--- src/sd_cmd_pkg.sv ---
// SD command path shared definitions
// Transceiver states, error codes, response kinds, handshake payloads,
// Wishbone request/response bundles and the register word map
`default_nettype none

package sd_cmd_pkg;

    // States before CMDSTATE_RESP_WAIT own the CMD line
    typedef enum logic [3:0] {
        CMDSTATE_IDLE,
        CMDSTATE_REQ_CONTENT,
        CMDSTATE_REQ_CRC7,
        CMDSTATE_REQ_STOPBIT,
        CMDSTATE_RESP_WAIT,
        CMDSTATE_RESP_TRANSBIT,
        CMDSTATE_RESP_CMD_MIRROR,
        CMDSTATE_RESP_REG,
        CMDSTATE_RESP_CRC7,
        CMDSTATE_RESP_STOPBIT
    } cmd_state_e;

    typedef enum logic [2:0] {
        CMDERR_NONE,
        CMDERR_NO_RESPONSE,
        CMDERR_WRONG_RESP_STARTBIT,
        CMDERR_WRONG_RESP_STOPBIT,
        CMDERR_BAD_CRC
    } cmd_err_e;

    // R3 (OCR) has no CRC protection
    typedef enum logic [1:0] {
        RESP_R1,
        RESP_R3,
        RESP_R6
    } resp_kind_e;

    typedef struct packed {
        logic [5:0]  cmd;
        logic [31:0] arg;
        resp_kind_e  kind;
    } cmd_req_t;

    typedef struct packed {
        logic [5:0]  cmd;
        logic [31:0] reg_val;
        logic [6:0]  crc_rx;
        logic [6:0]  crc_calc;
    } cmd_resp_t;

    typedef struct packed {
        logic        cyc;
        logic        stb;
        logic        we;
        logic [2:0]  adr;
        logic [31:0] dat;
    } wb_req_t;

    typedef struct packed {
        logic        ack;
        logic [31:0] dat;
    } wb_rsp_t;

    typedef enum logic [2:0] {
        REG_CTRL,
        REG_WATCHDOG,
        REG_ARG,
        REG_CMD,
        REG_STATUS,
        REG_RESP_CMD,
        REG_RESP_REG,
        REG_RESP_CRC
    } reg_addr_e;

endpackage

`default_nettype wire

--- src/sd_clk_gen.sv ---
// SD card clock generator
// Divides i_clk by 2*(div+1) and flags each card clock edge one cycle early
`timescale 1ns/10ps
`default_nettype none

module sd_clk_gen #(
    parameter int DIV_WIDTH = 8
) (
    input  wire logic                 i_clk,
    input  wire logic                 i_nrst,
    input  wire logic [DIV_WIDTH-1:0] i_div,
    output logic                      o_sclk,
    output logic                      o_sclk_posedge,
    output logic                      o_sclk_negedge
);

    logic [DIV_WIDTH-1:0] r_cnt;
    logic                 r_sclk;
    logic                 tick;

    // Counter expiry means the card clock toggles on the next i_clk edge
    assign tick = (r_cnt == '0);

    always_ff @(posedge i_clk or negedge i_nrst) begin
        if (!i_nrst) begin
            r_cnt  <= '0;
            r_sclk <= 1'b0;
        end else if (tick) begin
            r_cnt  <= i_div;
            r_sclk <= !r_sclk;
        end else begin
            r_cnt <= r_cnt - 1'b1;
        end
    end

    assign o_sclk         = r_sclk;
    assign o_sclk_posedge = tick && !r_sclk;
    assign o_sclk_negedge = tick && r_sclk;

endmodule

`default_nettype wire

--- src/sd_crc7.sv ---
// Bit-serial CRC7 for SD command frames
// Polynomial x^7 + x^3 + 1, one bit per step, clear wins over step
`timescale 1ns/10ps
`default_nettype none

module sd_crc7 (
    input  wire logic i_clk,
    input  wire logic i_nrst,
    input  wire logic i_clear,
    input  wire logic i_next,
    input  wire logic i_dat,
    output logic [6:0] o_crc7
);

    logic [6:0] r_crc;
    logic       fb;

    assign fb = i_dat ^ r_crc[6];

    always_ff @(posedge i_clk or negedge i_nrst) begin
        if (!i_nrst) begin
            r_crc <= '0;
        end else if (i_clear) begin
            r_crc <= '0;
        end else if (i_next) begin
            // Feedback lands on bits 3 and 0
            r_crc <= {r_crc[5:3], r_crc[2] ^ fb, r_crc[1:0], fb};
        end
    end

    assign o_crc7 = r_crc;

endmodule

`default_nettype wire

--- src/sd_cmd_transceiver.sv ---
// SD command line transceiver
// Sends the 48-bit command frame with CRC7 on falling card clock edges,
// then turns the line around and receives a 48-bit response on rising edges
`timescale 1ns/10ps
`default_nettype none

module sd_cmd_transceiver (
    input  wire logic                  i_clk,
    input  wire logic                  i_nrst,
    input  wire logic                  i_sclk_posedge,
    input  wire logic                  i_sclk_negedge,
    input  wire logic                  i_cmd,
    output logic                       o_cmd,
    output logic                       o_cmd_dir,
    input  wire logic [15:0]           i_watchdog,
    input  wire logic                  i_req_valid,
    input  wire sd_cmd_pkg::cmd_req_t  i_req,
    output logic                       o_req_ready,
    input  wire logic [6:0]            i_crc7,
    output logic                       o_crc7_clear,
    output logic                       o_crc7_next,
    output logic                       o_crc7_dat,
    output logic                       o_resp_valid,
    output sd_cmd_pkg::cmd_resp_t      o_resp,
    input  wire logic                  i_resp_ready,
    input  wire logic                  i_clear_err,
    output sd_cmd_pkg::cmd_err_e       o_err
);

    import sd_cmd_pkg::*;

    cmd_state_e  r_state;
    cmd_err_e    r_err;
    logic [39:0] r_shift;
    logic [5:0]  r_bitcnt;
    logic [15:0] r_wdog;
    logic        r_resp_valid;
    resp_kind_e  r_kind;
    logic [5:0]  r_mirror;
    logic [31:0] r_reg_val;
    logic [6:0]  r_crc_rx;
    logic [6:0]  r_crc_calc;
    logic        accept;

    assign o_req_ready = i_sclk_negedge && (r_state == CMDSTATE_IDLE)
                         && (r_err == CMDERR_NONE);
    assign accept      = o_req_ready && i_req_valid;

    // CRC steps with each bit as it is put on the line, so the sum is
    // settled one half-period before the CRC field must be driven
    always_comb begin
        o_crc7_clear = 1'b0;
        o_crc7_next  = 1'b0;
        o_crc7_dat   = 1'b0;
        case (r_state)
            CMDSTATE_IDLE: begin
                // Start bit is 0
                o_crc7_clear = !accept;
                o_crc7_next  = accept;
            end
            CMDSTATE_REQ_CONTENT: begin
                o_crc7_next = i_sclk_negedge && (r_bitcnt != '0);
                o_crc7_dat  = r_shift[38];
            end
            CMDSTATE_REQ_STOPBIT: begin
                o_crc7_clear = 1'b1;
            end
            CMDSTATE_RESP_WAIT: begin
                o_crc7_next = i_sclk_posedge && !i_cmd;
                o_crc7_dat  = i_cmd;
            end
            CMDSTATE_RESP_TRANSBIT, CMDSTATE_RESP_CMD_MIRROR, CMDSTATE_RESP_REG: begin
                o_crc7_next = i_sclk_posedge;
                o_crc7_dat  = i_cmd;
            end
            default: begin
                o_crc7_next = 1'b0;
            end
        endcase
    end

    always_ff @(posedge i_clk or negedge i_nrst) begin
        if (!i_nrst) begin
            r_state      <= CMDSTATE_IDLE;
            r_err        <= CMDERR_NONE;
            r_shift      <= '1;
            r_bitcnt     <= '0;
            r_wdog       <= '0;
            r_resp_valid <= 1'b0;
        end else begin
            if (i_clear_err) begin
                r_err <= CMDERR_NONE;
            end
            if (i_resp_ready) begin
                r_resp_valid <= 1'b0;
            end

            if (i_sclk_negedge) begin
                case (r_state)
                    CMDSTATE_IDLE: begin
                        if (accept) begin
                            r_shift  <= {2'b01, i_req.cmd, i_req.arg};
                            r_bitcnt <= 6'd39;
                            r_state  <= CMDSTATE_REQ_CONTENT;
                        end
                    end
                    CMDSTATE_REQ_CONTENT: begin
                        if (r_bitcnt != '0) begin
                            r_shift  <= {r_shift[38:0], 1'b1};
                            r_bitcnt <= r_bitcnt - 6'd1;
                        end else begin
                            // CRC field followed by ones for the end bit
                            r_shift  <= {i_crc7, 33'h1_ffff_ffff};
                            r_bitcnt <= 6'd6;
                            r_state  <= CMDSTATE_REQ_CRC7;
                        end
                    end
                    CMDSTATE_REQ_CRC7: begin
                        r_shift <= {r_shift[38:0], 1'b1};
                        if (r_bitcnt != '0) begin
                            r_bitcnt <= r_bitcnt - 6'd1;
                        end else begin
                            r_state <= CMDSTATE_REQ_STOPBIT;
                        end
                    end
                    CMDSTATE_REQ_STOPBIT: begin
                        r_wdog  <= i_watchdog;
                        r_state <= CMDSTATE_RESP_WAIT;
                    end
                    default: begin
                        r_state <= r_state;
                    end
                endcase
            end

            if (i_sclk_posedge) begin
                case (r_state)
                    CMDSTATE_RESP_WAIT: begin
                        if (!i_cmd) begin
                            r_state <= CMDSTATE_RESP_TRANSBIT;
                        end else if (r_wdog == '0) begin
                            r_err   <= CMDERR_NO_RESPONSE;
                            r_state <= CMDSTATE_IDLE;
                        end else begin
                            r_wdog <= r_wdog - 16'd1;
                        end
                    end
                    CMDSTATE_RESP_TRANSBIT: begin
                        // Card to host transmission bit is 0
                        if (!i_cmd) begin
                            r_bitcnt <= 6'd5;
                            r_state  <= CMDSTATE_RESP_CMD_MIRROR;
                        end else begin
                            r_err   <= CMDERR_WRONG_RESP_STARTBIT;
                            r_state <= CMDSTATE_IDLE;
                        end
                    end
                    CMDSTATE_RESP_CMD_MIRROR: begin
                        if (r_bitcnt != '0) begin
                            r_bitcnt <= r_bitcnt - 6'd1;
                        end else begin
                            r_bitcnt <= 6'd31;
                            r_state  <= CMDSTATE_RESP_REG;
                        end
                    end
                    CMDSTATE_RESP_REG: begin
                        if (r_bitcnt != '0) begin
                            r_bitcnt <= r_bitcnt - 6'd1;
                        end else begin
                            r_bitcnt <= 6'd6;
                            r_state  <= CMDSTATE_RESP_CRC7;
                        end
                    end
                    CMDSTATE_RESP_CRC7: begin
                        if (r_bitcnt != '0) begin
                            r_bitcnt <= r_bitcnt - 6'd1;
                        end else begin
                            r_state <= CMDSTATE_RESP_STOPBIT;
                        end
                    end
                    CMDSTATE_RESP_STOPBIT: begin
                        // Stop bit error outranks a CRC mismatch
                        if (!i_cmd) begin
                            r_err <= CMDERR_WRONG_RESP_STOPBIT;
                        end else if (r_kind != RESP_R3 && r_crc_rx != i_crc7) begin
                            r_err <= CMDERR_BAD_CRC;
                        end
                        r_resp_valid <= 1'b1;
                        r_state      <= CMDSTATE_IDLE;
                    end
                    default: begin
                        r_state <= r_state;
                    end
                endcase
            end
        end
    end

    // Response fields
    always_ff @(posedge i_clk) begin
        if (accept) begin
            r_kind <= i_req.kind;
        end
        if (i_sclk_posedge) begin
            case (r_state)
                CMDSTATE_RESP_CMD_MIRROR: r_mirror  <= {r_mirror[4:0], i_cmd};
                CMDSTATE_RESP_REG:        r_reg_val <= {r_reg_val[30:0], i_cmd};
                CMDSTATE_RESP_CRC7:       r_crc_rx  <= {r_crc_rx[5:0], i_cmd};
                CMDSTATE_RESP_STOPBIT:    r_crc_calc <= i_crc7;
                default: begin
                    r_crc_calc <= r_crc_calc;
                end
            endcase
        end
    end

    assign o_cmd        = r_shift[39];
    assign o_cmd_dir    = (r_state < CMDSTATE_RESP_WAIT);
    assign o_resp_valid = r_resp_valid;
    assign o_err        = r_err;
    assign o_resp       = '{cmd: r_mirror, reg_val: r_reg_val,
                            crc_rx: r_crc_rx, crc_calc: r_crc_calc};

endmodule

`default_nettype wire

--- src/sd_wb_regs.sv ---
// Wishbone classic register bank for the SD command controller
// Holds clock and watchdog setup, issues commands to the transceiver
// and keeps the last response and status
`timescale 1ns/10ps
`default_nettype none

module sd_wb_regs #(
    parameter int DIV_WIDTH = 8
) (
    input  wire logic                  i_clk,
    input  wire logic                  i_nrst,
    input  wire sd_cmd_pkg::wb_req_t   i_wb,
    output sd_cmd_pkg::wb_rsp_t        o_wb,
    output logic [DIV_WIDTH-1:0]       o_div,
    output logic [15:0]                o_watchdog,
    output logic                       o_req_valid,
    output sd_cmd_pkg::cmd_req_t       o_req,
    input  wire logic                  i_req_ready,
    input  wire logic                  i_resp_valid,
    input  wire sd_cmd_pkg::cmd_resp_t i_resp,
    output logic                       o_resp_ready,
    input  wire sd_cmd_pkg::cmd_err_e  i_err,
    output logic                       o_clear_err
);

    import sd_cmd_pkg::*;

    reg_addr_e            adr;
    logic                 access;
    logic                 cmd_wr;
    logic                 status_wr;
    logic                 finish;
    logic [31:0]          rd_mux;
    logic                 r_ack;
    logic [31:0]          r_rdata;
    logic [DIV_WIDTH-1:0] r_div;
    logic [15:0]          r_wdog;
    logic [31:0]          r_arg;
    logic                 r_busy;
    logic                 r_done;
    logic                 r_req_valid;
    cmd_req_t             r_req;
    cmd_resp_t            r_resp;

    assign adr    = reg_addr_e'(i_wb.adr);
    // New cycle seen, the ack cycle itself is not a new access
    assign access    = i_wb.cyc && i_wb.stb && !r_ack;
    assign cmd_wr    = access && i_wb.we && (adr == REG_CMD);
    assign status_wr = access && i_wb.we && (adr == REG_STATUS);

    // Error completion only counts once the request has been taken
    assign finish = r_busy && !r_req_valid && (i_resp_valid || i_err != CMDERR_NONE);

    always_comb begin
        case (adr)
            REG_CTRL:     rd_mux = 32'(r_div);
            REG_WATCHDOG: rd_mux = {16'h0, r_wdog};
            REG_ARG:      rd_mux = r_arg;
            REG_CMD:      rd_mux = {22'h0, r_req.kind, 2'b00, r_req.cmd};
            REG_STATUS:   rd_mux = {25'h0, i_err, 2'b00, r_done, r_busy};
            REG_RESP_CMD: rd_mux = {26'h0, r_resp.cmd};
            REG_RESP_REG: rd_mux = r_resp.reg_val;
            REG_RESP_CRC: rd_mux = {17'h0, r_resp.crc_calc, 1'b0, r_resp.crc_rx};
            default:      rd_mux = '0;
        endcase
    end

    always_ff @(posedge i_clk or negedge i_nrst) begin
        if (!i_nrst) begin
            r_ack       <= 1'b0;
            r_div       <= '0;
            r_wdog      <= '0;
            r_busy      <= 1'b0;
            r_done      <= 1'b0;
            r_req_valid <= 1'b0;
        end else begin
            r_ack <= access;
            if (access && i_wb.we && adr == REG_CTRL) begin
                r_div <= i_wb.dat[DIV_WIDTH-1:0];
            end
            if (access && i_wb.we && adr == REG_WATCHDOG) begin
                r_wdog <= i_wb.dat[15:0];
            end
            if (r_req_valid && i_req_ready) begin
                r_req_valid <= 1'b0;
            end
            if (status_wr) begin
                r_done <= 1'b0;
            end
            if (finish) begin
                r_busy <= 1'b0;
                r_done <= 1'b1;
            end
            // CMD writes while busy are dropped
            if (cmd_wr && !r_busy) begin
                r_busy      <= 1'b1;
                r_req_valid <= 1'b1;
            end
        end
    end

    always_ff @(posedge i_clk) begin
        if (access) begin
            r_rdata <= rd_mux;
        end
        if (access && i_wb.we && adr == REG_ARG) begin
            r_arg <= i_wb.dat;
        end
        if (cmd_wr && !r_busy) begin
            r_req <= '{cmd: i_wb.dat[5:0], arg: r_arg, kind: resp_kind_e'(i_wb.dat[9:8])};
        end
        if (i_resp_valid) begin
            r_resp <= i_resp;
        end
    end

    assign o_wb         = '{ack: r_ack, dat: r_rdata};
    assign o_div        = r_div;
    assign o_watchdog   = r_wdog;
    assign o_req_valid  = r_req_valid;
    assign o_req        = r_req;
    assign o_resp_ready = 1'b1;
    assign o_clear_err  = status_wr;

endmodule

`default_nettype wire

--- src/sd_cmd_top.sv ---
// SD command-line controller top level
// Wishbone register bank, card clock divider, CRC7 unit and CMD transceiver
`timescale 1ns/10ps
`default_nettype none

module sd_cmd_top #(
    parameter int DIV_WIDTH = 8
) (
    input  wire logic                i_clk,
    input  wire logic                i_nrst,
    input  wire sd_cmd_pkg::wb_req_t i_wb,
    output sd_cmd_pkg::wb_rsp_t      o_wb,
    output logic                     o_sd_clk,
    output logic                     o_sd_cmd,
    output logic                     o_sd_cmd_oe,
    input  wire logic                i_sd_cmd
);

    import sd_cmd_pkg::*;

    logic [DIV_WIDTH-1:0] div;
    logic [15:0]          watchdog;
    logic                 req_valid;
    logic                 req_ready;
    cmd_req_t             req;
    logic                 resp_valid;
    logic                 resp_ready;
    cmd_resp_t            resp;
    cmd_err_e             err;
    logic                 clear_err;
    logic                 sclk_posedge;
    logic                 sclk_negedge;
    logic [6:0]           crc7;
    logic                 crc7_clear;
    logic                 crc7_next;
    logic                 crc7_dat;

    sd_wb_regs #(
        .DIV_WIDTH(DIV_WIDTH)
    ) i_regs (
        .i_clk        (i_clk),
        .i_nrst       (i_nrst),
        .i_wb         (i_wb),
        .o_wb         (o_wb),
        .o_div        (div),
        .o_watchdog   (watchdog),
        .o_req_valid  (req_valid),
        .o_req        (req),
        .i_req_ready  (req_ready),
        .i_resp_valid (resp_valid),
        .i_resp       (resp),
        .o_resp_ready (resp_ready),
        .i_err        (err),
        .o_clear_err  (clear_err)
    );

    sd_clk_gen #(
        .DIV_WIDTH(DIV_WIDTH)
    ) i_clk_gen (
        .i_clk          (i_clk),
        .i_nrst         (i_nrst),
        .i_div          (div),
        .o_sclk         (o_sd_clk),
        .o_sclk_posedge (sclk_posedge),
        .o_sclk_negedge (sclk_negedge)
    );

    sd_crc7 i_crc7 (
        .i_clk   (i_clk),
        .i_nrst  (i_nrst),
        .i_clear (crc7_clear),
        .i_next  (crc7_next),
        .i_dat   (crc7_dat),
        .o_crc7  (crc7)
    );

    sd_cmd_transceiver i_xcvr (
        .i_clk          (i_clk),
        .i_nrst         (i_nrst),
        .i_sclk_posedge (sclk_posedge),
        .i_sclk_negedge (sclk_negedge),
        .i_cmd          (i_sd_cmd),
        .o_cmd          (o_sd_cmd),
        .o_cmd_dir      (o_sd_cmd_oe),
        .i_watchdog     (watchdog),
        .i_req_valid    (req_valid),
        .i_req          (req),
        .o_req_ready    (req_ready),
        .i_crc7         (crc7),
        .o_crc7_clear   (crc7_clear),
        .o_crc7_next    (crc7_next),
        .o_crc7_dat     (crc7_dat),
        .o_resp_valid   (resp_valid),
        .o_resp         (resp),
        .i_resp_ready   (resp_ready),
        .i_clear_err    (clear_err),
        .o_err          (err)
    );

endmodule

`default_nettype wire

--- config.mk ---
export PLATFORM = sky130hd
export DESIGN_NAME = sd_cmd_top
export DESIGN_NICKNAME = d
export VERILOG_FILES = /design/src/sd_cmd_pkg.sv /design/src/sd_clk_gen.sv /design/src/sd_crc7.sv /design/src/sd_cmd_transceiver.sv /design/src/sd_wb_regs.sv /design/src/sd_cmd_top.sv
export SDC_FILE = /design/constraint.sdc
export NUM_CORES = 1
export LEC_CHECK = 0
export BUFFER_PORTS_ARGS = -buffer_cell sky130_fd_sc_hd__buf_2
export CORE_MARGIN = 8
export CORE_UTILIZATION = 30
export DETAILED_ROUTE_END_ITERATION = 10
export PLACE_DENSITY = 0.46
export SLEW_MARGIN = 20
export SYNTH_ARGS = -nofsm -noshare
export SYNTH_HDL_FRONTEND = slang
export SYNTH_HIERARCHICAL = 1
export SYNTH_SLANG_ARGS = --single-unit
--- constraint.sdc ---
create_clock -name i_clk -period 6.4 [get_ports i_clk]
set_input_delay 0.96 -clock i_clk [delete_from_list [all_inputs] [get_ports i_clk]]
set_output_delay 0.96 -clock i_clk [all_outputs]
set_load 0.02 [all_outputs]
==> key figures <==
Place
  • Area after DPL: between 0.01 and 0.015 mm^2
  • GP Congestion: 0.851
  • PortBufs: 76
  • Placed insts: roughly 1600
  • Post-DP HPWL: ~23000 um

Global routing
  • Vias in the first global route: 8459
  • First-pass GRT wire length: between 50000 and 60000 um
  • Congestion Overflow GR: 0
  • Initial antenna violation count: 2
  • GR Util All Layers: 0.137
  • Largest net degree at the start of global routing: 60

Synth
  • Mapped Avg Cell Area: 13.6 um^2
  • Synth cell types: just under 80
  • Ys flop type: edfxtp_1
  • Synth warn: 6
  • Seq cells post-synth: 324
  • Post-synth top area share: 0.471
  • Cell taking the most area after synthesis: edfxtp_1
  • Dominant cells by area after synthesis: edfxtp_1 (47%), dfrtp_1 (14%), dfstp_2 (7.8%)
  • Post-synth EDFFs: 210
  • Sequential-to-total area share from yosys stat: 0.688
  • Synthesized instance count: 988
  • Area of the mapped netlist: ~0.013 mm^2
  • Syn Nets: 1034
  • Async SR Flop Fraction: 0.352

Setup path
  • Reg-to-Reg End: i_xcvr/r_wdog[11]$_DFF_PN0_
  • Critical Path RT: 6.81 ns
  • CP arrival: 4.70 ns
  • Crit Path Class: reg -> reg
  • Critical Path, Cell by Cell: or4_1 > or3_1 > nor2_1 > and3b_1 > and3_1 > o31a_1 > mux2i_1 > o221a_2
  • Crit path max-delay cell type: nor2_1
  • FF-to-FF Start: i_clk_gen/r_cnt[4]$_DFF_PN0_
  • Worst R2R Path Depth: 8
  • Largest fanout on the critical path: 14
  • Crit end category: flop
  • Delay-heaviest family, CP: simple AND/OR/NAND/NOR gates
  • Crit path launch type: flop
  • Setup crit start: i_clk_gen/r_cnt[4]$_DFF_PN0_
  • CP Buf/Inv Count: 0
  • Slowest cell delay on critical path: around 0.83 ns
  • Setup slack, reg-to-reg: roughly 2.1 ns

Pwr
  • Power share of the clock group: 0.415
  • Switch Pwr: roughly 1200 uW
  • LEAKAGE: between 0.005 and 0.006 uW
  • PD cells: 317 mW/mm^2
  • Int Pwr: roughly 3700 uW
  • Flop pwr share: 0.496
  • Switch share: 0.251
  • Comb power frac: 0.089
  • Worst vdd rail ir drop: between 0.15 and 0.2 mV

Timing
  • Fin Clk Skew: 0.0126 ns
  • Slew Limit Fails: 0
  • Setup TNS: 0 ns
  • Final setup fails: 0
  • Fin. Hold Viols: 0
  • Worst-margin pin slew: between 1 and 1.5 ns
  • Fmax: 233 MHz
  • Unrepaired setup endpoints after global routing: no
  • Tcrit/Tclk final: 0.671
  • Slew HR: 0.298
  • Final min period: ~4.3 ns

Floorplanning
  • I/O pin cnt: 77
  • Die width: ~230 um
  • # rows: 77
  • Chip Height: between 200 and 250 um
  • Die ar.: a little over 0.05 mm^2
  • CORE AREA: between 0.04 and 0.05 mm^2
  • Starting Density: 0.304

Route
  • Routed WL per cell: 21.1 um
  • ANT nets after route: 0
  • Routed vias/inst: 5.04
  • DRC violations left: 0
  • Via Count: ~8400
  • Initial drt markers: ~770
  • DRT Wirelength: around 35000 um
  • Total iterations of the first detailed-routing run: 5

CTS
  • Inserted Clock Buffers: 36
  • H-tree depth: 2
  • Setup Fix Bufs, Post-CTS: 0
  • CTS root buf: clkbuf_16
  • Worst-Skew Late Latency: 0.52 ns
  • TritonCTS clock tree: done
  • Clk sinks: roughly 320
  • Cts hold-fix bufs: 0
  • Max clock buf depth: 3
  • Clk slew on worst S/H paths: ~0.060 ns
  • PostCTS Resize Cnt: 0

Min path
  • HP Start: i_xcvr/r_mirror[5]$_DFFE_PP_
  • WHS Endpoint: i_regs/r_resp[51]$_DFFE_PP_
  • Min-Delay Path Class: reg -> reg
  • Worst Hold Depth: 0

Run
  • Max-cap violation count: 0

Final layout
  • Post-route cell area: around 0.016 mm^2
  • Area Growth Syn to Fin: 15.9%
  • Final #Nets: approximately 1100
  • Fin cells: between 1500 and 2000
  • Layout cell share with drive strength beyond 1: 0.213
  • Fill cell count: 4316

Outcome
  • Status: completed
how the worst max path moves through the flow:
| stage | to | cells after the start | slack (ns) |
|---|---|---|---|
| after floorplan | i_regs/o_req[0]$_DFFE_PP_ | 4 | 1.71 |
| after global placement | i_xcvr/r_wdog[0]$_DFF_PN0_ | 8 | 2.31 |
| after detailed placement | i_xcvr/r_wdog[11]$_DFF_PN0_ | 8 | 2.14 |
| after CTS | i_xcvr/r_wdog[11]$_DFF_PN0_ | 8 | 2.14 |
| after global routing | i_xcvr/r_wdog[4]$_DFF_PN0_ | 8 | 1.89 |
| final | i_xcvr/r_wdog[11]$_DFF_PN0_ | 8 | 2.11 |
layer usage:
metal,GRT usage,share of wire
met1,0.189,0.45
met2,0.219,0.47
met3,0.0294,0.060
met4,0.0288,0.015
met5,0,0.00037
sequential cells by signal, summed over array words and instances (netlist names), 2 cells and up:
name               cells
i_regs/r_resp         52
i_regs/o_req          40
i_xcvr/r_shift        40
i_regs/r_arg          32
i_regs/r_rdata        32
i_xcvr/r_reg_val      32
i_regs/o_watchdog     16
i_xcvr/r_wdog         16
i_clk_gen/r_cnt        8
i_regs/o_div           8
i_crc7/o_crc7          7
i_xcvr/r_crc_calc      7
i_xcvr/r_crc_rx        7
i_xcvr/r_bitcnt        6
i_xcvr/r_mirror        6
i_xcvr/r_state         4
i_xcvr/o_err           3
i_xcvr/r_kind          2
power by group through the flow:
stage	Clock, uW	Sequential [uW]	Combinational, uW
after global routing	2180	2460	480
after global placement	0	2480	440
final	2040	2450	438
after detailed placement	0	2490	436
after floorplan	0	2430	325
after CTS	2100	2440	440
through the flow:
step	hold WS, ns	setup WS (ns)	utilization	power (uW)
floorplan	0.400	1.71	-	2750
global placement	0.404	2.31	0.325	2920
detailed placement	0.405	2.14	0.325	2920
CTS	0.419	2.14	0.352	4980
global route	0.429	1.89	0.352	5120
finish	0.418	2.11	0.352	4930
Yosys cell counts, types with 3 or more instances:
library cell / instances
clkbuf_1: 34
nor2_1: 61
a221oi_1: 9
or4_1: 6
a21oi_1: 27
buf_6: 3
and3_1: 4
a31oi_1: 7
o22ai_1: 42
inv_1: 26
buf_4: 5
xor2_1: 9
o21ai_0: 52
a22o_1: 19
mux2i_1: 37
ha_1: 5
mux2_2: 16
mux2_4: 11
dfrtp_1: 74
a22oi_1: 8
o32ai_1: 4
o311ai_0: 3
nand3_1: 16
dfstp_2: 40
nor4_1: 7
edfxtp_1: 210
nand2b_1: 7
a32o_1: 4
a21o_1: 5
o221a_2: 3
xnor2_1: 5
nor2b_1: 10
buf_1: 3
o31ai_1: 5
a41oi_1: 3
nor4b_1: 4
nor3_1: 38
buf_2: 13
o22a_1: 6
or3_1: 9
a211oi_1: 11
o211ai_1: 5
nand2_1: 75
cell families (layout without fill, tap and decap cells):
group           count (synthesis)  count (layout)  share of synthesized area
other cells                     1               2                   0.000280
mux                            64              64                     0.0534
flops                         324             324                      0.688
fa+ha+maj                       5               5                    0.00467
compound gates                233             233                      0.120
buf+inv                        86             179                     0.0285
xor+xnor                       14              14                    0.00916
simple gates                  261             261                     0.0966
area by class of cell:
class	count	area (um^2)	area share
Sequential cell	324	9210	0.593
Antenna cell	1	2.50	0.000161
Timing Repair Buffer	86	458	0.0295
Tap cell	592	741	0.0477
Multi-Input combinational cell	578	3850	0.248
Clock buffer	49	1020	0.0658
Inverter	27	101	0.00653
Clock inverter	17	141	0.00911
placed cells by master (no fill, tap or decap), types with 6 or more instances in the layout:
cell type | netlist | layout
mux2_2 | 16 | 16
nand2_1 | 75 | 75
clkbuf_1 | 34 | 8
nor2b_1 | 10 | 10
nor3_1 | 38 | 36
a221oi_1 | 9 | 9
edfxtp_1 | 210 | 210
a22oi_1 | 8 | 8
dfrtp_1 | 74 | 73
dfstp_2 | 40 | 40
or3_1 | 9 | 9
nand2b_1 | 7 | 7
nand3_1 | 16 | 16
buf_2 | 13 | 75
nor2_1 | 61 | 59
or4_1 | 6 | 6
clkinv_2 | 0 | 7
nor4_1 | 7 | 7
a21oi_1 | 27 | 25
clkinv_1 | 1 | 7
o22a_1 | 6 | 6
a22o_1 | 19 | 19
xor2_1 | 9 | 9
inv_1 | 26 | 26
buf_4 | 5 | 11
o21ai_0 | 52 | 52
mux2i_1 | 37 | 37
clkbuf_16 | 0 | 38
o22ai_1 | 42 | 42
a211oi_1 | 11 | 11
mux2_4 | 11 | 11
a31oi_1 | 7 | 7
(Power assumes the default switching activity.)
